### src/riscvPkg.sv
`default_nettype none

package riscvPkg;

	// Data and instruction words
	typedef logic [31:0] word_t;
	typedef logic [31:0] instr_t;

	// Register file index
	typedef logic [4:0] regAddr_t;

	// Byte address into instruction memory
	typedef logic [11:0] iAddr_t;

	// Word address into data memory
	typedef logic [9:0] dAddr_t;

	// ALU operations
	// passB is the inert choice for unknown opcodes
	typedef enum logic [2:0] {
		aluAdd,
		aluSub,
		aluAnd,
		aluOr,
		aluXor,
		aluSlt,
		aluPassB
	} aluOp_e;

	// First ALU operand
	typedef enum logic {srcAReg, srcAPc} srcA_e;

	// Second ALU operand
	typedef enum logic {srcBReg, srcBImm} srcB_e;

	// Writeback source
	typedef enum logic [1:0] {wbAlu, wbMem, wbPc4} wbSel_e;

	// Operand source in execute
	typedef enum logic [1:0] {fwdNone, fwdExMem, fwdMemWb} fwdSel_e;

	// RV32I major opcodes
	localparam logic [6:0] opR = 7'b0110011;
	localparam logic [6:0] opImm = 7'b0010011;
	localparam logic [6:0] opLoad = 7'b0000011;
	localparam logic [6:0] opStore = 7'b0100011;
	localparam logic [6:0] opBranch = 7'b1100011;
	localparam logic [6:0] opJal = 7'b1101111;
	localparam logic [6:0] opJalr = 7'b1100111;

	// ADDI x0,x0,0 marks an empty slot
	localparam instr_t nopInstr = 32'h00000013;

	// Halt pair is ADDI x1,x0,12 then JALR x0,0(x1)
	localparam instr_t haltFirstInstr = 32'h00c00093;
	localparam instr_t haltSecondInstr = 32'h00008067;

endpackage

`default_nettype wire
### src/riscvIfs.sv
`timescale 1ns/1ns
`default_nettype none

// EX/MEM entry
// Memory stage consumes it and forwarding peeks at the destination
interface memStageIf;
	logic valid;
	logic regWrite;
	logic memRead;
	logic memWrite;
	riscvPkg::regAddr_t rd;
	riscvPkg::word_t aluResult;
	riscvPkg::word_t storeData;
	riscvPkg::wbSel_e wbSel;
	riscvPkg::word_t pc4;
	riscvPkg::instr_t instr;

	modport exOut (output valid, regWrite, memRead, memWrite, rd, aluResult,
		storeData, wbSel, pc4, instr);
	modport memIn (input valid, regWrite, memRead, memWrite, rd, aluResult,
		storeData, wbSel, pc4, instr);
	modport fwdView (input regWrite, rd);
endinterface

// Result leaving writeback toward the register file
interface wbIf;
	logic valid;
	logic regWrite;
	riscvPkg::regAddr_t rd;
	riscvPkg::word_t data;

	modport wbOut (output valid, regWrite, rd, data);
	modport wbView (input valid, regWrite, rd, data);
endinterface

`default_nettype wire

### src/riscvTop.sv
`timescale 1ns/1ns
`default_nettype none

module riscvTop #(
	parameter riscvPkg::iAddr_t resetPc = '0
) (
	input wire CLK,
	input wire RSTn,
	output logic iMemCsn,
	input wire riscvPkg::instr_t iMemDi,
	output riscvPkg::iAddr_t iMemAddr,
	output logic dMemCsn,
	input wire riscvPkg::word_t dMemDi,
	output riscvPkg::word_t dMemDout,
	output riscvPkg::dAddr_t dMemAddr,
	output logic dMemWen,
	output logic rfWe,
	output riscvPkg::regAddr_t rfRa1,
	output riscvPkg::regAddr_t rfRa2,
	output riscvPkg::regAddr_t rfWa,
	input wire riscvPkg::word_t rfRd1,
	input wire riscvPkg::word_t rfRd2,
	output riscvPkg::word_t rfWd,
	output logic halt,
	output riscvPkg::word_t numInst
);
	// Hazard and redirect strobes
	wire stall, redirect;
	wire riscvPkg::iAddr_t redirectPc;
	wire riscvPkg::fwdSel_e fwdA, fwdB;

	// IF/ID
	wire riscvPkg::instr_t ifIdInstr;
	wire riscvPkg::iAddr_t ifIdPc;
	wire ifIdRs1Used, ifIdRs2Used;

	// ID/EX
	wire riscvPkg::regAddr_t idExRs1, idExRs2, idExRd;
	wire idExRs1Used, idExRs2Used;
	wire idExMemRead, idExMemWrite, idExRegWrite, idExValid;
	wire idExBranch, idExBranchNe, idExJump, idExJalr;
	wire riscvPkg::aluOp_e idExAluOp;
	wire riscvPkg::srcA_e idExSrcA;
	wire riscvPkg::srcB_e idExSrcB;
	wire riscvPkg::wbSel_e idExWbSel;
	wire riscvPkg::word_t idExA, idExB, idExImm;
	wire riscvPkg::iAddr_t idExPc;
	wire riscvPkg::instr_t idExInstr;

	// EX/MEM and writeback bundles
	memStageIf mem ();
	wbIf wb ();

	fetchStage #(.resetPc(resetPc)) fetch (.*);
	decodeStage decode (.*);
	// IF/ID source indexes are the register file read addresses
	hazardCtrl hazard (.*, .ifIdRs1(rfRa1), .ifIdRs2(rfRa2));
	executeStage execute (.*);
	memWbStage memWb (.*);

endmodule

`default_nettype wire

### src/memWbStage.sv
`timescale 1ns/1ns
`default_nettype none

module memWbStage (
	input wire CLK,
	input wire RSTn,
	memStageIf.memIn mem,
	input wire riscvPkg::word_t dMemDi,
	output riscvPkg::dAddr_t dMemAddr,
	output riscvPkg::word_t dMemDout,
	output logic dMemCsn,
	output logic dMemWen,
	wbIf.wbOut wb,
	output logic rfWe,
	output riscvPkg::regAddr_t rfWa,
	output riscvPkg::word_t rfWd,
	output logic halt,
	output riscvPkg::word_t numInst
);
	riscvPkg::wbSel_e wbSelR;
	riscvPkg::word_t aluR, loadR, pc4R;
	riscvPkg::instr_t prevMemInstr;

	// Byte address from the ALU, memory is word addressed
	assign dMemAddr = mem.aluResult[11:2];
	assign dMemDout = mem.storeData;
	// Both strobes are active low
	assign dMemCsn = !(mem.valid && (mem.memRead || mem.memWrite));
	assign dMemWen = !(mem.valid && mem.memWrite);

	// MEM/WB control
	always_ff @(posedge CLK) begin
		if (RSTn) begin
			wb.valid <= 1'b0;
			wb.regWrite <= 1'b0;
		end else begin
			wb.valid <= mem.valid;
			wb.regWrite <= mem.regWrite;
		end
	end

	// MEM/WB data, load word captured here
	always_ff @(posedge CLK) begin
		wb.rd <= mem.rd;
		wbSelR <= mem.wbSel;
		aluR <= mem.aluResult;
		loadR <= dMemDi;
		pc4R <= mem.pc4;
	end

	always_comb begin
		case (wbSelR)
			riscvPkg::wbMem: wb.data = loadR;
			riscvPkg::wbPc4: wb.data = pc4R;
			default: wb.data = aluR;
		endcase
	end

	assign rfWe = wb.regWrite;
	assign rfWa = wb.rd;
	assign rfWd = wb.data;

	// Retired count skips bubbles
	always_ff @(posedge CLK) begin
		if (RSTn) begin
			numInst <= '0;
		end else if (wb.valid) begin
			numInst <= numInst + 32'd1;
		end
	end

	// Word seen in memory on the previous cycle
	always_ff @(posedge CLK) begin
		if (RSTn) begin
			prevMemInstr <= riscvPkg::nopInstr;
		end else begin
			prevMemInstr <= mem.valid ? mem.instr : riscvPkg::nopInstr;
		end
	end

	assign halt = mem.valid && (mem.instr == riscvPkg::haltSecondInstr)
		&& (prevMemInstr == riscvPkg::haltFirstInstr);

	noReadWrite: assert property (@(posedge CLK) disable iff (RSTn)
		!(mem.memRead && mem.memWrite));

endmodule

`default_nettype wire

### src/executeStage.sv
`timescale 1ns/1ns
`default_nettype none

module executeStage (
	input wire CLK,
	input wire RSTn,
	input wire riscvPkg::regAddr_t idExRd,
	input wire idExMemRead,
	input wire idExMemWrite,
	input wire idExRegWrite,
	input wire idExValid,
	input wire idExBranch,
	input wire idExBranchNe,
	input wire idExJump,
	input wire idExJalr,
	input wire riscvPkg::aluOp_e idExAluOp,
	input wire riscvPkg::srcA_e idExSrcA,
	input wire riscvPkg::srcB_e idExSrcB,
	input wire riscvPkg::wbSel_e idExWbSel,
	input wire riscvPkg::word_t idExA,
	input wire riscvPkg::word_t idExB,
	input wire riscvPkg::word_t idExImm,
	input wire riscvPkg::iAddr_t idExPc,
	input wire riscvPkg::instr_t idExInstr,
	input wire riscvPkg::fwdSel_e fwdA,
	input wire riscvPkg::fwdSel_e fwdB,
	wbIf.wbView wb,
	memStageIf.exOut mem,
	output logic redirect,
	output riscvPkg::iAddr_t redirectPc
);
	riscvPkg::word_t exMemFwd, opRs1, opRs2;
	riscvPkg::word_t aluA, aluB, aluResult, pc4;
	riscvPkg::iAddr_t branchTarget, jumpTarget;
	logic equal, taken;

	// A link in EX/MEM forwards pc+4 instead of its jump target
	assign exMemFwd = (mem.wbSel == riscvPkg::wbPc4) ? mem.pc4 : mem.aluResult;

	always_comb begin
		case (fwdA)
			riscvPkg::fwdExMem: opRs1 = exMemFwd;
			riscvPkg::fwdMemWb: opRs1 = wb.data;
			default: opRs1 = idExA;
		endcase
		case (fwdB)
			riscvPkg::fwdExMem: opRs2 = exMemFwd;
			riscvPkg::fwdMemWb: opRs2 = wb.data;
			default: opRs2 = idExB;
		endcase
	end

	assign aluA = (idExSrcA == riscvPkg::srcAPc) ? {20'b0, idExPc} : opRs1;
	assign aluB = (idExSrcB == riscvPkg::srcBImm) ? idExImm : opRs2;

	always_comb begin
		case (idExAluOp)
			riscvPkg::aluAdd: aluResult = aluA + aluB;
			riscvPkg::aluSub: aluResult = aluA - aluB;
			riscvPkg::aluAnd: aluResult = aluA & aluB;
			riscvPkg::aluOr: aluResult = aluA | aluB;
			riscvPkg::aluXor: aluResult = aluA ^ aluB;
			riscvPkg::aluSlt: aluResult = {31'b0, $signed(aluA) < $signed(aluB)};
			// passB and spare codes
			default: aluResult = aluB;
		endcase
	end

	// Branches run a subtract so zero means equal
	assign equal = (aluResult == '0);
	assign taken = idExBranch && (equal != idExBranchNe);
	assign redirect = taken || idExJump;

	assign pc4 = {20'b0, idExPc} + 32'd4;
	assign branchTarget = idExPc + idExImm[11:0];
	// JALR drops the low target bit
	assign jumpTarget = idExJalr ? {aluResult[11:1], 1'b0} : aluResult[11:0];
	assign redirectPc = idExJump ? jumpTarget : branchTarget;

	// EX/MEM control
	always_ff @(posedge CLK) begin
		if (RSTn) begin
			mem.valid <= 1'b0;
			mem.regWrite <= 1'b0;
			mem.memRead <= 1'b0;
			mem.memWrite <= 1'b0;
		end else begin
			mem.valid <= idExValid;
			mem.regWrite <= idExRegWrite;
			mem.memRead <= idExMemRead;
			mem.memWrite <= idExMemWrite;
		end
	end

	// EX/MEM data, store value taken after forwarding
	always_ff @(posedge CLK) begin
		mem.rd <= idExRd;
		mem.aluResult <= aluResult;
		mem.storeData <= opRs2;
		mem.wbSel <= idExWbSel;
		mem.pc4 <= pc4;
		mem.instr <= idExInstr;
	end

endmodule

`default_nettype wire

### src/hazardCtrl.sv
`timescale 1ns/1ns
`default_nettype none

module hazardCtrl (
	input wire CLK,
	input wire RSTn,
	input wire riscvPkg::regAddr_t ifIdRs1,
	input wire riscvPkg::regAddr_t ifIdRs2,
	input wire ifIdRs1Used,
	input wire ifIdRs2Used,
	input wire riscvPkg::regAddr_t idExRd,
	input wire idExMemRead,
	input wire riscvPkg::regAddr_t idExRs1,
	input wire riscvPkg::regAddr_t idExRs2,
	input wire idExRs1Used,
	input wire idExRs2Used,
	memStageIf.fwdView mem,
	wbIf.wbView wb,
	output logic stall,
	output riscvPkg::fwdSel_e fwdA,
	output riscvPkg::fwdSel_e fwdB
);
	logic loadHitsRs1, loadHitsRs2;

	// Load result is not ready until after memory
	// One bubble lets MEM/WB forwarding pick it up
	assign loadHitsRs1 = ifIdRs1Used && (ifIdRs1 == idExRd);
	assign loadHitsRs2 = ifIdRs2Used && (ifIdRs2 == idExRd);
	assign stall = idExMemRead && (idExRd != '0) && (loadHitsRs1 || loadHitsRs2);

	// Youngest producer wins
	function automatic riscvPkg::fwdSel_e pickSource(
		input riscvPkg::regAddr_t rs,
		input logic used
	);
		if (!used || rs == '0) begin
			return riscvPkg::fwdNone;
		end
		if (mem.regWrite && mem.rd == rs) begin
			return riscvPkg::fwdExMem;
		end
		if (wb.valid && wb.regWrite && wb.rd == rs) begin
			return riscvPkg::fwdMemWb;
		end
		return riscvPkg::fwdNone;
	endfunction

	always_comb begin
		fwdA = pickSource(idExRs1, idExRs1Used);
		fwdB = pickSource(idExRs2, idExRs2Used);
	end

	// An EX/MEM source must write now and again one stage later
	exMemSourceWrites: assert property (@(posedge CLK) disable iff (RSTn)
		fwdA == riscvPkg::fwdExMem |-> mem.regWrite ##1 wb.regWrite);

endmodule

`default_nettype wire

### src/decodeStage.sv
`timescale 1ns/1ns
`default_nettype none

module decodeStage (
	input wire CLK,
	input wire RSTn,
	input wire riscvPkg::instr_t ifIdInstr,
	input wire riscvPkg::iAddr_t ifIdPc,
	input wire stall,
	input wire redirect,
	input wire riscvPkg::word_t rfRd1,
	input wire riscvPkg::word_t rfRd2,
	wbIf.wbView wb,
	output riscvPkg::regAddr_t rfRa1,
	output riscvPkg::regAddr_t rfRa2,
	output logic ifIdRs1Used,
	output logic ifIdRs2Used,
	output riscvPkg::regAddr_t idExRs1,
	output riscvPkg::regAddr_t idExRs2,
	output logic idExRs1Used,
	output logic idExRs2Used,
	output riscvPkg::regAddr_t idExRd,
	output logic idExMemRead, idExMemWrite, idExRegWrite, idExValid,
	output logic idExBranch, idExBranchNe, idExJump, idExJalr,
	output riscvPkg::aluOp_e idExAluOp,
	output riscvPkg::srcA_e idExSrcA,
	output riscvPkg::srcB_e idExSrcB,
	output riscvPkg::wbSel_e idExWbSel,
	output riscvPkg::word_t idExA,
	output riscvPkg::word_t idExB,
	output riscvPkg::word_t idExImm,
	output riscvPkg::iAddr_t idExPc,
	output riscvPkg::instr_t idExInstr
);
	riscvPkg::regAddr_t rd;
	logic [2:0] funct3;
	logic decValid, decRegWrite, decMemRead, decMemWrite;
	logic decBranch, decJump, decJalr;
	riscvPkg::aluOp_e decAluOp;
	riscvPkg::srcA_e decSrcA;
	riscvPkg::srcB_e decSrcB;
	riscvPkg::wbSel_e decWbSel;
	riscvPkg::word_t immI, immS, immB, immJ, decImm;
	riscvPkg::word_t rs1Data, rs2Data;

	assign rd = ifIdInstr[11:7];
	assign funct3 = ifIdInstr[14:12];
	assign rfRa1 = ifIdInstr[19:15];
	assign rfRa2 = ifIdInstr[24:20];

	// Bubbles travel as the canonical NOP word
	assign decValid = (ifIdInstr != riscvPkg::nopInstr);

	// Sign-extended immediate formats
	assign immI = {{20{ifIdInstr[31]}}, ifIdInstr[31:20]};
	assign immS = {{20{ifIdInstr[31]}}, ifIdInstr[31:25], ifIdInstr[11:7]};
	assign immB = {{19{ifIdInstr[31]}}, ifIdInstr[31], ifIdInstr[7],
		ifIdInstr[30:25], ifIdInstr[11:8], 1'b0};
	assign immJ = {{11{ifIdInstr[31]}}, ifIdInstr[31], ifIdInstr[19:12],
		ifIdInstr[20], ifIdInstr[30:21], 1'b0};

	// Same-cycle register write is taken straight from writeback
	assign rs1Data = (wb.valid && wb.regWrite && wb.rd == rfRa1) ? wb.data : rfRd1;
	assign rs2Data = (wb.valid && wb.regWrite && wb.rd == rfRa2) ? wb.data : rfRd2;

	always_comb begin
		decRegWrite = 1'b0;
		decMemRead = 1'b0;
		decMemWrite = 1'b0;
		decBranch = 1'b0;
		decJump = 1'b0;
		decJalr = 1'b0;
		ifIdRs1Used = 1'b0;
		ifIdRs2Used = 1'b0;
		decAluOp = riscvPkg::aluPassB;
		decSrcA = riscvPkg::srcAReg;
		decSrcB = riscvPkg::srcBReg;
		decWbSel = riscvPkg::wbAlu;
		decImm = immI;
		case (ifIdInstr[6:0])
			riscvPkg::opR: begin
				decRegWrite = 1'b1;
				ifIdRs1Used = 1'b1;
				ifIdRs2Used = 1'b1;
				case (funct3)
					// funct7 bit 5 splits ADD from SUB
					3'b000: decAluOp = ifIdInstr[30] ? riscvPkg::aluSub : riscvPkg::aluAdd;
					3'b010: decAluOp = riscvPkg::aluSlt;
					3'b100: decAluOp = riscvPkg::aluXor;
					3'b110: decAluOp = riscvPkg::aluOr;
					3'b111: decAluOp = riscvPkg::aluAnd;
					default: decAluOp = riscvPkg::aluPassB;
				endcase
			end
			riscvPkg::opImm: begin
				decRegWrite = 1'b1;
				ifIdRs1Used = 1'b1;
				decSrcB = riscvPkg::srcBImm;
				decAluOp = riscvPkg::aluAdd;
			end
			riscvPkg::opLoad: begin
				decRegWrite = 1'b1;
				decMemRead = 1'b1;
				ifIdRs1Used = 1'b1;
				decSrcB = riscvPkg::srcBImm;
				decAluOp = riscvPkg::aluAdd;
				decWbSel = riscvPkg::wbMem;
			end
			riscvPkg::opStore: begin
				decMemWrite = 1'b1;
				ifIdRs1Used = 1'b1;
				ifIdRs2Used = 1'b1;
				decSrcB = riscvPkg::srcBImm;
				decAluOp = riscvPkg::aluAdd;
				decImm = immS;
			end
			riscvPkg::opBranch: begin
				// Equality comes from a zero difference
				decBranch = 1'b1;
				ifIdRs1Used = 1'b1;
				ifIdRs2Used = 1'b1;
				decAluOp = riscvPkg::aluSub;
				decImm = immB;
			end
			riscvPkg::opJal: begin
				// ALU forms the target from pc and offset
				decJump = 1'b1;
				decRegWrite = 1'b1;
				decSrcA = riscvPkg::srcAPc;
				decSrcB = riscvPkg::srcBImm;
				decAluOp = riscvPkg::aluAdd;
				decWbSel = riscvPkg::wbPc4;
				decImm = immJ;
			end
			riscvPkg::opJalr: begin
				decJump = 1'b1;
				decJalr = 1'b1;
				decRegWrite = 1'b1;
				ifIdRs1Used = 1'b1;
				decSrcB = riscvPkg::srcBImm;
				decAluOp = riscvPkg::aluAdd;
				decWbSel = riscvPkg::wbPc4;
			end
			default: decAluOp = riscvPkg::aluPassB;
		endcase
	end

	// Control half of ID/EX
	// Stall or redirect drops a bubble in here
	always_ff @(posedge CLK) begin
		if (RSTn || stall || redirect) begin
			idExValid <= 1'b0;
			idExRegWrite <= 1'b0;
			idExMemRead <= 1'b0;
			idExMemWrite <= 1'b0;
			idExBranch <= 1'b0;
			idExBranchNe <= 1'b0;
			idExJump <= 1'b0;
			idExJalr <= 1'b0;
			idExRs1Used <= 1'b0;
			idExRs2Used <= 1'b0;
		end else begin
			idExValid <= decValid;
			// x0 stays zero so its writes are dropped here
			idExRegWrite <= decRegWrite && (rd != '0);
			idExMemRead <= decMemRead;
			idExMemWrite <= decMemWrite;
			idExBranch <= decBranch;
			idExBranchNe <= decBranch && funct3[0];
			idExJump <= decJump;
			idExJalr <= decJalr;
			idExRs1Used <= ifIdRs1Used;
			idExRs2Used <= ifIdRs2Used;
		end
	end

	// Data half of ID/EX
	always_ff @(posedge CLK) begin
		idExRs1 <= rfRa1;
		idExRs2 <= rfRa2;
		idExRd <= rd;
		idExAluOp <= decAluOp;
		idExSrcA <= decSrcA;
		idExSrcB <= decSrcB;
		idExWbSel <= decWbSel;
		idExA <= rs1Data;
		idExB <= rs2Data;
		idExImm <= decImm;
		idExPc <= ifIdPc;
		idExInstr <= ifIdInstr;
	end

	x0NeverWritten: assert property (@(posedge CLK) disable iff (RSTn)
		idExValid && idExRegWrite |-> idExRd != '0);

endmodule

`default_nettype wire

### src/fetchStage.sv
`timescale 1ns/1ns
`default_nettype none

module fetchStage #(
	parameter riscvPkg::iAddr_t resetPc = '0
) (
	input wire CLK,
	input wire RSTn,
	input wire stall,
	input wire redirect,
	input wire riscvPkg::iAddr_t redirectPc,
	input wire riscvPkg::instr_t iMemDi,
	output riscvPkg::iAddr_t iMemAddr,
	output logic iMemCsn,
	output riscvPkg::instr_t ifIdInstr,
	output riscvPkg::iAddr_t ifIdPc
);
	riscvPkg::iAddr_t pc;
	riscvPkg::iAddr_t pcPlus4;

	assign pcPlus4 = pc + 12'd4;
	assign iMemAddr = pc;

	// Instruction memory deselected during reset
	// Select comes on one cycle after reset drops
	always_ff @(posedge CLK) begin
		if (RSTn) begin
			iMemCsn <= 1'b1;
		end else begin
			iMemCsn <= 1'b0;
		end
	end

	// Redirect from execute wins over a load-use stall
	// PC only advances once memory is selected
	always_ff @(posedge CLK) begin
		if (RSTn) begin
			pc <= resetPc;
		end else if (redirect) begin
			pc <= redirectPc;
		end else if (!stall && !iMemCsn) begin
			pc <= pcPlus4;
		end
	end

	// Wrong-path word is squashed into a bubble
	always_ff @(posedge CLK) begin
		if (RSTn || redirect) begin
			ifIdInstr <= riscvPkg::nopInstr;
		end else if (!stall) begin
			ifIdInstr <= iMemCsn ? riscvPkg::nopInstr : iMemDi;
		end
	end

	// PC rides along with its word
	always_ff @(posedge CLK) begin
		if (!stall) begin
			ifIdPc <= pc;
		end
	end

	// Younger fetch is gone the cycle after a taken transfer
	flushLeavesBubble: assert property (@(posedge CLK) disable iff (RSTn)
		redirect |=> ifIdInstr == riscvPkg::nopInstr);

endmodule

`default_nettype wire

### config.mk
export PLATFORM = sky130hd
export DESIGN_NAME = riscvTop
export DESIGN_NICKNAME = d
export VERILOG_FILES = /design/src/riscvPkg.sv /design/src/riscvIfs.sv /design/src/riscvTop.sv /design/src/memWbStage.sv /design/src/executeStage.sv /design/src/hazardCtrl.sv /design/src/decodeStage.sv /design/src/fetchStage.sv
export SDC_FILE = /design/constraint.sdc
export NUM_CORES = 1
export LEC_CHECK = 0
export BUFFER_PORTS_ARGS = -buffer_cell sky130_fd_sc_hd__buf_2
export CELL_PAD_IN_SITES_DETAIL_PLACEMENT = 1
export CELL_PAD_IN_SITES_GLOBAL_PLACEMENT = 2
export CORE_MARGIN = 3
export CORE_UTILIZATION = 32
export CTS_CLUSTER_DIAMETER = 120
export DETAILED_ROUTE_END_ITERATION = 10
export PLACE_DENSITY = 0.86
export SLEW_MARGIN = 20
export SYNTH_ARGS = -nofsm -noshare
export SYNTH_HDL_FRONTEND = slang
export SYNTH_SLANG_ARGS = --single-unit
### constraint.sdc
create_clock -name CLK -period 5.7 [get_ports CLK]
set_input_delay 1.425 -clock CLK [delete_from_list [all_inputs] [get_ports CLK]]
set_output_delay 1.425 -clock CLK [all_outputs]
set_load 0.03 [all_outputs]
# ---- After elaboration in Yosys (flattened, before gate mapping)
# Cells that the tools add are included.
dict set report word_totals {
  in_bits 130
  mem_bits_rw 0
  latch_bits 0
  reg_bits 526
  wordCells 192
  mem_bits_ro 0
  memories 0
  out_inout_bits 138
}
dict set report op_classes {
  n_mux 54
  shift 0
  bitwise 4
  div_mod_pow 0
  multipliers 0
  n_lt_le_gt_ge 1
  add_sub_neg 6
  n_reduce_logical 47
  eq_ne 35
}
# op count
set op_table {}
lappend op_table {{two-way mux 32 bit} 6}
lappend op_table {{case mux 32 bit (2 select lines)} 3}
lappend op_table {{case mux 32 bit (6 select lines)} 1}
lappend op_table {{case mux 20 bit (3 select lines)} 1}
lappend op_table {{== test 5 bit} 8}
lappend op_table {{two-way mux 12 bit} 3}
lappend op_table {{adder 32 x 1 -> 32 bit (second input constant)} 1}
lappend op_table {{adder 32 bit} 1}
lappend op_table {{bitwise AND 32 bit} 1}
lappend op_table {{== test 32 x 16 -> 1 bit (second input constant)} 1}
lappend op_table {{== test 32 x 24 -> 1 bit (second input constant)} 1}
lappend op_table {{logical NOT 32 bit} 1}
lappend op_table {{< comparator 32 bit} 1}
lappend op_table {{!= test 32 x 5 -> 1 bit (second input constant)} 1}
lappend op_table {{bitwise OR 32 bit} 1}
lappend op_table {{subtractor 32 bit} 1}
lappend op_table {{bitwise XOR 32 bit} 1}
lappend op_table {{two-way mux 1 bit} 25}
lappend op_table {{two-way mux 2 bit} 12}
lappend op_table {{== test 7 bit (second input constant)} 3}
lappend op_table {{logical AND 1 bit} 19}
lappend op_table {{== test 3 bit (second input constant)} 5}
lappend op_table {{case mux 3 bit (5 select lines)} 1}
lappend op_table {{== test 7 x 6 -> 1 bit (second input constant)} 2}
lappend op_table {{other kinds (23)} 47}

# ---- Depth between registers and ports, before layout
# Gate-level depths: netlist of the first run.
dict set report logic_depth {
  word_depth 19
  ltp_mapped 31
  ltp_nobuf 25
}

# ---- Modules after synthesis
# From an unflattened synthesis of the first run, not the netlist that was laid out.
dict set report unflattened {
  hier_cells 2758
  hier_area_um2 24677.4
}
# module seq_area_each_um2 cells_each area_per_inst_um2 n_inst
set by_module_without_submodules {}
lappend by_module_without_submodules {executeStage 2402.3 1589 11654.9 1}
lappend by_module_without_submodules {memWbStage 3383.2 577 5931.9 1}
lappend by_module_without_submodules {decodeStage 2782.7 342 4598.2 1}
lappend by_module_without_submodules {fetchStage 1261.2 197 2062.0 1}
lappend by_module_without_submodules {hazardCtrl 0.0 53 430.4 1}

# ---- Least setup slack after synthesis of the first run
# No wires, ideal clock.
dict set report synth_path {
  path_kind {flip-flop to flip-flop}
  from {register memWb.wb.rd[1] (netlist: memWb.rfWa[1])}
  to {register fetch.pc[8] (netlist: fetch.iMemAddr[8])}
  stages_incl_launch_ff 28
  synth_period_minus_slack_ns 6.483
  t_required_ns 5.566
  setup_slack_ns -0.783
  arrival_time_ns 6.349
  setup_time_ns 0.134
  path_buffers 5
  cell_sequence {dfxtp_1 -> clkbuf_1 -> xnor2_1 -> nand4_1 -> nor4_1 -> ha_1 -> clkbuf_1 -> clkbuf_1 -> clkbuf_1 -> nor2b_1 -> o21bai_1 -> o21ai_0 -> inv_1 -> ha_1 -> nor2b_1 -> o311ai_1 -> a21boi_0 -> or2_2 -> a221oi_1 -> o22ai_1 -> a2111o_1 -> nor3_2 -> and4_4 -> a21oi_2 -> or2_4 -> buf_6 -> o311ai_1 -> a31oi_1}
}
dict set report synth_via {
  elab_chain_len 18
  word_cells_on_any_way 40
  cone_classes {add/sub (2); order compare (1); eq/ne (7); mux (21); bitwise (3); reduce/logical (6)}
}
# item line_no
set synth_rtl {}
lappend synth_rtl {{start, declared} riscvIfs.sv:32} ;# modport wbOut (output valid, regWrite, rd, data);
lappend synth_rtl {{== test 5 bit} hazardCtrl.sv:42} ;# if (wb.valid && wb.regWrite && wb.rd == rs) begin
lappend synth_rtl {{logical AND 1 bit} hazardCtrl.sv:42}
lappend synth_rtl {{two-way mux 1 bit (2 in a row)} hazardCtrl.sv:42}
lappend synth_rtl {{two-way mux 1 bit} hazardCtrl.sv:39} ;# if (mem.regWrite && mem.rd == rs) begin
lappend synth_rtl {{two-way mux 2 bit} hazardCtrl.sv:45} ;# return riscvPkg::fwdNone;
lappend synth_rtl {{two-way mux 2 bit} hazardCtrl.sv:42}
lappend synth_rtl {{two-way mux 2 bit} hazardCtrl.sv:39}
lappend synth_rtl {{== test 2 bit, or another cell as far along} executeStage.sv:41} ;# case (fwdA)
lappend synth_rtl {{case mux 32 bit (2 select lines) (on tied branches)} {executeStage.sv:41, executeStage.sv:46}}
lappend synth_rtl {{two-way mux 32 bit (on tied branches)} {executeStage.sv:53, executeStage.sv:54}}
lappend synth_rtl {{subtractor 32 bit, or another cell as far along} executeStage.sv:59} ;# riscvPkg::aluSub: aluResult = aluA - aluB;
lappend synth_rtl {{case mux 32 bit (6 select lines) *} executeStage.sv:57} ;# case (idExAluOp)
lappend synth_rtl {{logical NOT 32 bit} executeStage.sv:70} ;# assign equal = (aluResult == '0);
lappend synth_rtl {{!= test 1 bit} executeStage.sv:71} ;# assign taken = idExBranch && (equal != idExBranchNe);
lappend synth_rtl {{logical AND 1 bit} executeStage.sv:71}
lappend synth_rtl {{logical OR 1 bit} executeStage.sv:72} ;# assign redirect = taken || idExJump;
lappend synth_rtl {{two-way mux 12 bit or nonzero test 2 bit (tied branches)} --}
lappend synth_rtl {{end signal, assigned} fetchStage.sv:38} ;# pc <= resetPc;
lappend synth_rtl {{end signal, assigned} fetchStage.sv:40} ;# pc <= redirectPc;
lappend synth_rtl {{end signal, assigned} fetchStage.sv:42} ;# pc <= pcPlus4;
lappend synth_rtl {{end, declared} fetchStage.sv:18} ;# riscvPkg::iAddr_t pc;
# Mark *: on every way between the ends. The rest lies on a longest branch, timed or not. The select of a mux whose other input is x is not followed.
# A chain may end at the register's enable or synchronous reset.

# ---- Worst setup path in the final report of the first run
dict set report layout_path {
  from {register decode.idExRs2[2]}
  to {register decode.idExJump}
}
dict set report layout_via {
  elab_chain_len 18
  word_cells_on_any_way 33
  cone_classes {add/sub (2); order compare (1); eq/ne (5); mux (14); bitwise (3); reduce/logical (8)}
}
# item line_no
set layout_rtl {}
lappend layout_rtl {{start, declared} decodeStage.sv:19} ;# output riscvPkg::regAddr_t idExRs2,
lappend layout_rtl {{start signal, assigned} decodeStage.sv:180} ;# idExRs2 <= rfRa2;
lappend layout_rtl {{== test 5 bit} hazardCtrl.sv:42}
lappend layout_rtl {{logical AND 1 bit} hazardCtrl.sv:42}
lappend layout_rtl {{two-way mux 1 bit (2 in a row)} hazardCtrl.sv:42}
lappend layout_rtl {{two-way mux 1 bit} hazardCtrl.sv:39}
lappend layout_rtl {{two-way mux 2 bit} hazardCtrl.sv:45}
lappend layout_rtl {{two-way mux 2 bit} hazardCtrl.sv:42}
lappend layout_rtl {{two-way mux 2 bit *} hazardCtrl.sv:39}
lappend layout_rtl {{== test 2 bit or == test 2 x 1 -> 1 bit (tied branches)} executeStage.sv:46} ;# case (fwdB)
lappend layout_rtl {{[1 not listed]} --}
lappend layout_rtl {{via execute.opRs2[16]} executeStage.sv:32} ;# riscvPkg::word_t exMemFwd, opRs1, opRs2;
lappend layout_rtl {{[1 not listed]} --}
lappend layout_rtl {{subtractor 32 bit or adder 32 bit (tied branches)} {executeStage.sv:59, executeStage.sv:58}}
lappend layout_rtl {{case mux 32 bit (6 select lines) *} executeStage.sv:57}
lappend layout_rtl {{via execute.aluResult[17]} executeStage.sv:33} ;# riscvPkg::word_t aluA, aluB, aluResult, pc4;
lappend layout_rtl {{logical NOT 32 bit *} executeStage.sv:70}
lappend layout_rtl {{!= test 1 bit *} executeStage.sv:71}
lappend layout_rtl {{logical AND 1 bit *} executeStage.sv:71}
lappend layout_rtl {{logical OR 1 bit *} executeStage.sv:72}
lappend layout_rtl {{logical OR 1 bit *} decodeStage.sv:151} ;# if (RSTn || stall || redirect) begin
lappend layout_rtl {{end signal, assigned} decodeStage.sv:170} ;# idExJump <= decJump;
lappend layout_rtl {{end, declared} decodeStage.sv:24} ;# output logic idExBranch, idExBranchNe, idExJump, idExJalr,
# The timed path passes the listed nets; every way through them passes the cells marked *. The select of a mux whose other input is x is not followed.

==> metrics.csv, run 1 <==
metric,value,unit
fin crit period,6.65,ns
Compound-Gate Fraction of Synth Area,21.4,%
r2r endpoint,decode.idExJump,
sequential area share after synthesis,40.8,%
Fin Hold WS,0.329,ns
first-pass GRT wire length,171000,µm
Setup Skew,0.0237,ns
vias per std cell,5.60,
Syn Area/Cell,8.73,µm²
CTS Hold Bufs,0,
Synth Area in Simple Gates,17.5,%
post-place setup slack,-1.82,ns
routed len/inst,26.2,µm
Internal Pwr Total,6850,µW
CP Capture Point,decode.idExJump,
Finish-stage setup viols,55,
CP most frequent cell,buf_4,
Seq cells post-synth,461,
Net Sw Frac,33.8,%
total CTS buffers,47,
"Warnings, synthesis",0,
dpl hpwl,88600,µm
CP max-delay cell,a2111o_1,
endpoint class of the critical path,flop,
Root Driver,clkbuf_16,
Die X,274,µm
Setup WS post-layout,-0.953,ns
TNS Setup,-45.10,ns
1st-pass router iterations,5,
final hold violation count,0,
part of the power in registers,35.4,%
gp weighted congestion,0.964,
Comb power frac,32.0,%
Adder-Cell Fraction of Synth Area,6.71,%
die height,274,µm
total die area,74800,µm²
"FFs w/ async S/R, synth",0,%
GRT overflow,0,
Startpoint Class,flop,
multi-input logic area,13600,µm²
Post-Syn Nets,2876,
Sw Pwr,3500,µW
Post-Route WL,117000,µm
Slew HR,39.1,%
Max clock buf depth,3,
Top Ports,268,
Final period util,117,%
worst-skew pair later-pin latency,0.60,ns
post-synth top area share,39.2,%
"setup slack, reg-to-reg",-0.95,ns
vias in the first global route,26581,
CP arrival,7.12,ns
sequential cell area,9380,µm²
mux cell area share after synthesis,4.29,%
via count,24899,
share of cells above drive strength 1,39.1,%
worst r2r src,decode.idExRs2[2],
"Top FF cell, synth",dfxtp_1,
PD cells,310,nW/µm²
main combinational cell family by area after synthesis,compound AO/OA/AOI/OAI gates,
synthesized cell area,22900,µm²
synthesis-to-finish area growth,45.7,%
Hold Path Class,flop to flop,
actual slew at the worst max-slew pin,0.913,ns
failing checks,setup timing,
CTS tree,built,
Synth area leader,dfxtp_1,
Worst Setup SP,decode.idExRs2[2],
FF-to-FF path depth,30,
Leak,0.0152,µW
Worst IR Drop VDD,0.223,mV
Worst-path clk slew,0.07,ns
Crit path required time,6.17,ns
post-synthesis instance total,2625,
Critical Path Fanout Max,12,
CP Class,flop to flop,
Iteration-0 DRC Markers,1819,
"EDFF count, synth",12,
RSZ-0062 raised after global routing,yes,
total track usage,30.2,%
placement row count,97,
post-synthesis xor/xnor area fraction,3.56,%
antenna violations before repair,4,
# diodes,0,
post-synth cell types,99,
fin nets,3724,
Area contributors post-synth,"dfxtp_1, ha_1, nand2_1",
PortBufs,267,
DRC viols,0,
placed cell count,4290,
initial core utilization,32.5,%
fin cells,4450,
H-tree Lvls,2,
Slew Limit Fails,0,
Routed Antenna Nets,0,
clock share of power,32.6,%
Core ar.,70500,µm²
slowest cell delay on critical path,0.52,ns
status,finished with violations,
Max Cap Violations,0,
fill count,8127,
fmax,0.150,GHz
Clock Sinks,461,
largest net degree at the start of global routing,50,
[cells in the mapped netlist, types with 48 or more instances]
| library cell | count |
|---|---|
| inv_1 | 148 |
| nand2_1 | 256 |
| a22oi_1 | 90 |
| a21oi_1 | 133 |
| mux2_2 | 57 |
| clkbuf_1 | 122 |
| nor3_1 | 48 |
| ha_1 | 118 |
| nor2_1 | 179 |
| dfxtp_1 | 449 |
| o21ai_0 | 171 |
| nand3_1 | 57 |
[flip-flops by register name, summed over array words and instances, names as in the netlist, 3 cells and up]
signal and cells:
fetch.ifIdInstr 32, memWb.numInst 32, execute.mem.instr 28, fetch.iMemAddr 12, memWb.loadR 32, fetch.ifIdPc 12
decode.idExInstr 13, decode.idExA 32, decode.idExB 32, decode.idExPc 12, execute.mem.aluResult 32, memWb.aluR 32
execute.mem.rd 4, memWb.pc4R 13, decode.idExImm 21, decode.idExRs1 4, decode.idExRd 4, decode.idExAluOp 3
memWb.rfWa 5, decode.idExRs2 4, memWb.prevMemInstr 32, execute.mem.storeData 32, execute.mem.pc4 13
[layout make-up]
cell class,count,area share [%]
Inverter,151,1.73
Sequential cell,461,28.1
Clock buffer,58,3.93
Tap cell,940,3.52
Multi-Input combinational cell,1843,40.9
Clock inverter,28,1.12
Timing Repair Buffer,969,20.7
[per-layer routing]
layer / vias to the layer above / GRT usage [%] / share of wire [%]
met5: - / 0 / 0.0094
met4: 2 / 15.3 / 6.0
met3: 308 / 4.43 / 6.3
met2: 1075 / 50.8 / 47
met1: 12482 / 37.5 / 41
li1: 11032 / - / -
[power groups by stage]
stage	logic, µW	clock network (µW)	registers [µW]
2_1_floorplan	1340	0	3660
3_5_place_dp	2910	0	3720
4_1_cts	3170	3410	3650
3_3_place_gp	2860	0	3710
6_report	3310	3380	3660
5_1_grt	3480	3550	3680
[repair_timing]
item,4_1_cts,5_1_grt
setup buffers,64,9
gates resized for setup,247,57
cloned,5,0
pin swaps,69,54
setup endpoints to repair,58,55
[logic make-up (layout without fill, tap and decap cells)]
logic type | Yosys count | count (layout)
AND/OR/NAND/NOR | 813 | 813
AO/OA/AOI/OAI | 725 | 725
flip-flops | 461 | 461
buffers and inverters | 321 | 1206
adder cells (fa/ha/maj) | 121 | 121
XOR/XNOR | 93 | 93
multiplexers | 91 | 91
[per-stage QoR]
stage	power (µW)	utilization, %	cell area [µm²]
2_1_floorplan	5000	-	23100
3_3_place_gp	6570	42.0	29600
3_5_place_dp	6620	42.0	29600
4_1_cts	10200	46.8	33000
5_1_grt	10700	47.3	33400
6_report	10300	47.3	33400
[layout by cell type, fill, tap and decap left out, types with 27 or more instances in the layout]
cell,n
buf_4,665
dfxtp_1,430
buf_2,268
nand2_1,255
nor2_1,167
inv_1,140
o21ai_0,135
a21oi_1,105
ha_1,95
a22oi_1,86
nand3_1,54
mux2_2,52
clkbuf_16,49
xor2_1,43
xnor2_1,42
and2_1,40
nor3_1,39
nor2b_1,33
a21o_1,30
and3_1,28
nand4_1,28
mux2i_1,27
[worst min-delay path by stage]
stage	startpoint	endpoint	slack (ns)	cells past startpoint
3_5_place_dp	decode.idExInstr[12]	execute.mem.instr[12]	0.31	0
2_1_floorplan	decode.idExInstr[0]	execute.mem.instr[0]	0.31	0
6_report	decode.idExInstr[13]	execute.mem.instr[13]	0.33	0
3_3_place_gp	decode.idExInstr[14]	execute.mem.instr[14]	0.31	0
4_1_cts	decode.idExWbSel[1]	execute.mem.wbSel[1]	0.33	0
5_1_grt	decode.idExInstr[13]	execute.mem.instr[13]	0.34	0
[critical path, delay by kind of cell, from the launching register on]
kind	cells	cell delay, ns
multiplexers	1	0.15
adder cells (fa/ha/maj)	2	0.57
AND/OR/NAND/NOR	10	1.77
AO/OA/AOI/OAI	7	1.92
flip-flops	1	0.38
XOR/XNOR	1	0.17
buffers and inverters	9	1.54
No activity file was read; power rests on OpenSTA's default activity.
==> run 2, diff against run 1 <==
--- a/config.mk
+++ b/config.mk
@@ -12,7 +12,7 @@
 export CORE_UTILIZATION = 32
 export CTS_CLUSTER_DIAMETER = 120
 export DETAILED_ROUTE_END_ITERATION = 10
-export PLACE_DENSITY = 0.86
+export PLACE_DENSITY_LB_ADDON = 0.1
 export SLEW_MARGIN = 20
 export SYNTH_ARGS = -nofsm -noshare
 export SYNTH_HDL_FRONTEND = slang
==> run 2 against run 1 <==
Compared with the run above: the flow still finishes with violations (setup timing); non-clock buffer count increased by 11; register-to-register slack improved by 0.16 ns; sequential share of layout area increased by 0.20 points; clock-buffer cell count increased by 18; combinational power about the same; critical path depth decreased by 5; final cell count increased by 0.58%; first-iteration DRC count decreased by 27%; routed wire length decreased by 1.7%; final area decreased by 0.62%; worst setup slack improved by 0.16 ns; via count decreased by 5.0%.
==> metrics.csv, run 2 (synthesis results as in run 1) <==
metric,value,unit
status,finished with violations,
failing checks,setup timing,
die height,274,µm
Worst-path clk slew,0.06,ns
Top Ports,268,
placed cell count,4333,
RSZ-0062 raised after global routing,yes,
fin nets,3741,
gp weighted congestion,0.968,
Iteration-0 DRC Markers,1323,
CP arrival,7.07,ns
fmax,0.154,GHz
placement row count,97,
Critical Path Fanout Max,6,
Slew Limit Fails,0,
fin crit period,6.49,ns
CP Class,flop to flop,
PD cells,313,nW/µm²
Setup Skew,0.0653,ns
endpoint class of the critical path,flop,
Setup WS post-layout,-0.791,ns
slowest cell delay on critical path,0.56,ns
final hold violation count,0,
sequential cell area,9390,µm²
GRT overflow,0,
share of cells above drive strength 1,37.7,%
worst-skew pair later-pin latency,0.65,ns
Max Cap Violations,0,
vias per std cell,5.28,
PortBufs,267,
antenna violations before repair,5,
Routed Antenna Nets,0,
CTS tree,built,
fin cells,4476,
initial core utilization,32.5,%
total CTS buffers,52,
fill count,8233,
Core ar.,70500,µm²
"commonest non-fill, non-tap cells in the layout","buf_4, dfxtp_1, buf_2",
Startpoint Class,flop,
via count,23646,
dpl hpwl,91700,µm
total die area,74800,µm²
Crit path required time,6.28,ns
DRC viols,0,
1st-pass router iterations,5,
Hold Path Class,flop to flop,
Slew HR,31.4,%
"commonest non-fill, non-tap cell in the layout",buf_4,
Max clock buf depth,3,
Worst IR Drop VDD,0.276,mV
total track usage,29.9,%
synthesis-to-finish area growth,44.8,%
Final period util,114,%
Die X,274,µm
CP max-delay cell,or4_4,
first-pass GRT wire length,167000,µm
Clock Sinks,461,
H-tree Lvls,2,
actual slew at the worst max-slew pin,1.03,ns
Finish-stage setup viols,54,
Post-Route WL,115000,µm
"setup slack, reg-to-reg",-0.79,ns
multi-input logic area,13300,µm²
post-place setup slack,-1.46,ns
TNS Setup,-35.29,ns
routed len/inst,25.6,µm
Root Driver,clkbuf_16,
vias in the first global route,25382,
largest net degree at the start of global routing,50,
Leak,0.0152,µW
-- run 2: cell count changes in the layout (fill, tap and decap cells not counted), moves of 8 or more --
cell	change
a21oi_1	+8
buf_6	-11
clkbuf_8	+10
buf_4	+17
-- run 2: layout make-up --
type	count	share of cell area (%)
Multi-Input combinational cell	1844	40.0
Sequential cell	461	28.3
Timing Repair Buffer	980	21.0
Clock buffer	76	4.65
Tap cell	940	3.55
Inverter	151	1.74
Clock inverter	22	0.751
Antenna cell	2	0.0151
-- run 2: layer usage --
layer	wire (µm)	share of wire, %	vias to the layer above	GRT usage [%]
met5	27	0.024	-	0
met4	5980	5.2	4	13.4
met3	4020	3.5	216	3.25
met2	56900	50	588	53.6
met1	47600	42	11756	35.9
li1	-	-	11082	-
-- run 2: worst max-delay path: cells and delay by family, from the launching register on --
| family | cells | cell delay, ns |
|---|---|---|
| multiplexers | 1 | 0.34 |
| AO/OA/AOI/OAI | 6 | 1.67 |
| buffers and inverters | 4 | 0.62 |
| AND/OR/NAND/NOR | 12 | 2.98 |
| XOR/XNOR | 1 | 0.17 |
| adder cells (fa/ha/maj) | 1 | 0.26 |
| flip-flops | 1 | 0.35 |
-- run 2: final timing paths --
path,from,endpoint,cells past startpoint
worst max register to register,decode.idExRs1[2],decode.idExRegWrite,25
worst min-delay path,decode.idExInstr[4],execute.mem.instr[4],0
worst max-delay path,decode.idExRs1[2],decode.idExRegWrite,25
worst min register to register,decode.idExInstr[4],execute.mem.instr[4],0
-- run 2: report_power, final --
group	switching [µW]	internal [µW]	leakage, µW
Clock	1450	1990	0.000886
Sequential	164	3470	0.00387
Combinational	1900	1400	0.0104
Total	3510	6860	0.0152
-- run 2: per-stage QoR --
stage	hold WS, ns	power, µW	area, µm²	utilization [%]
after floorplan	0.310	5000	23100	-
after global placement	0.313	6740	30000	42.6
after detailed placement	0.313	6770	30000	42.6
after CTS	0.323	10400	32700	46.3
after global routing	0.336	10800	33200	47.0
final	0.328	10400	33200	47.0
-- run 2: repair_timing --
item | 4_1_cts | 5_1_grt
buffers inserted | 22 | 17
gates resized for setup | 144 | 84
endpoints found under the setup margin | 59 | 54
pin swaps | 38 | 50
gates cloned | 3 | 1
hold buffers | 0 | 0
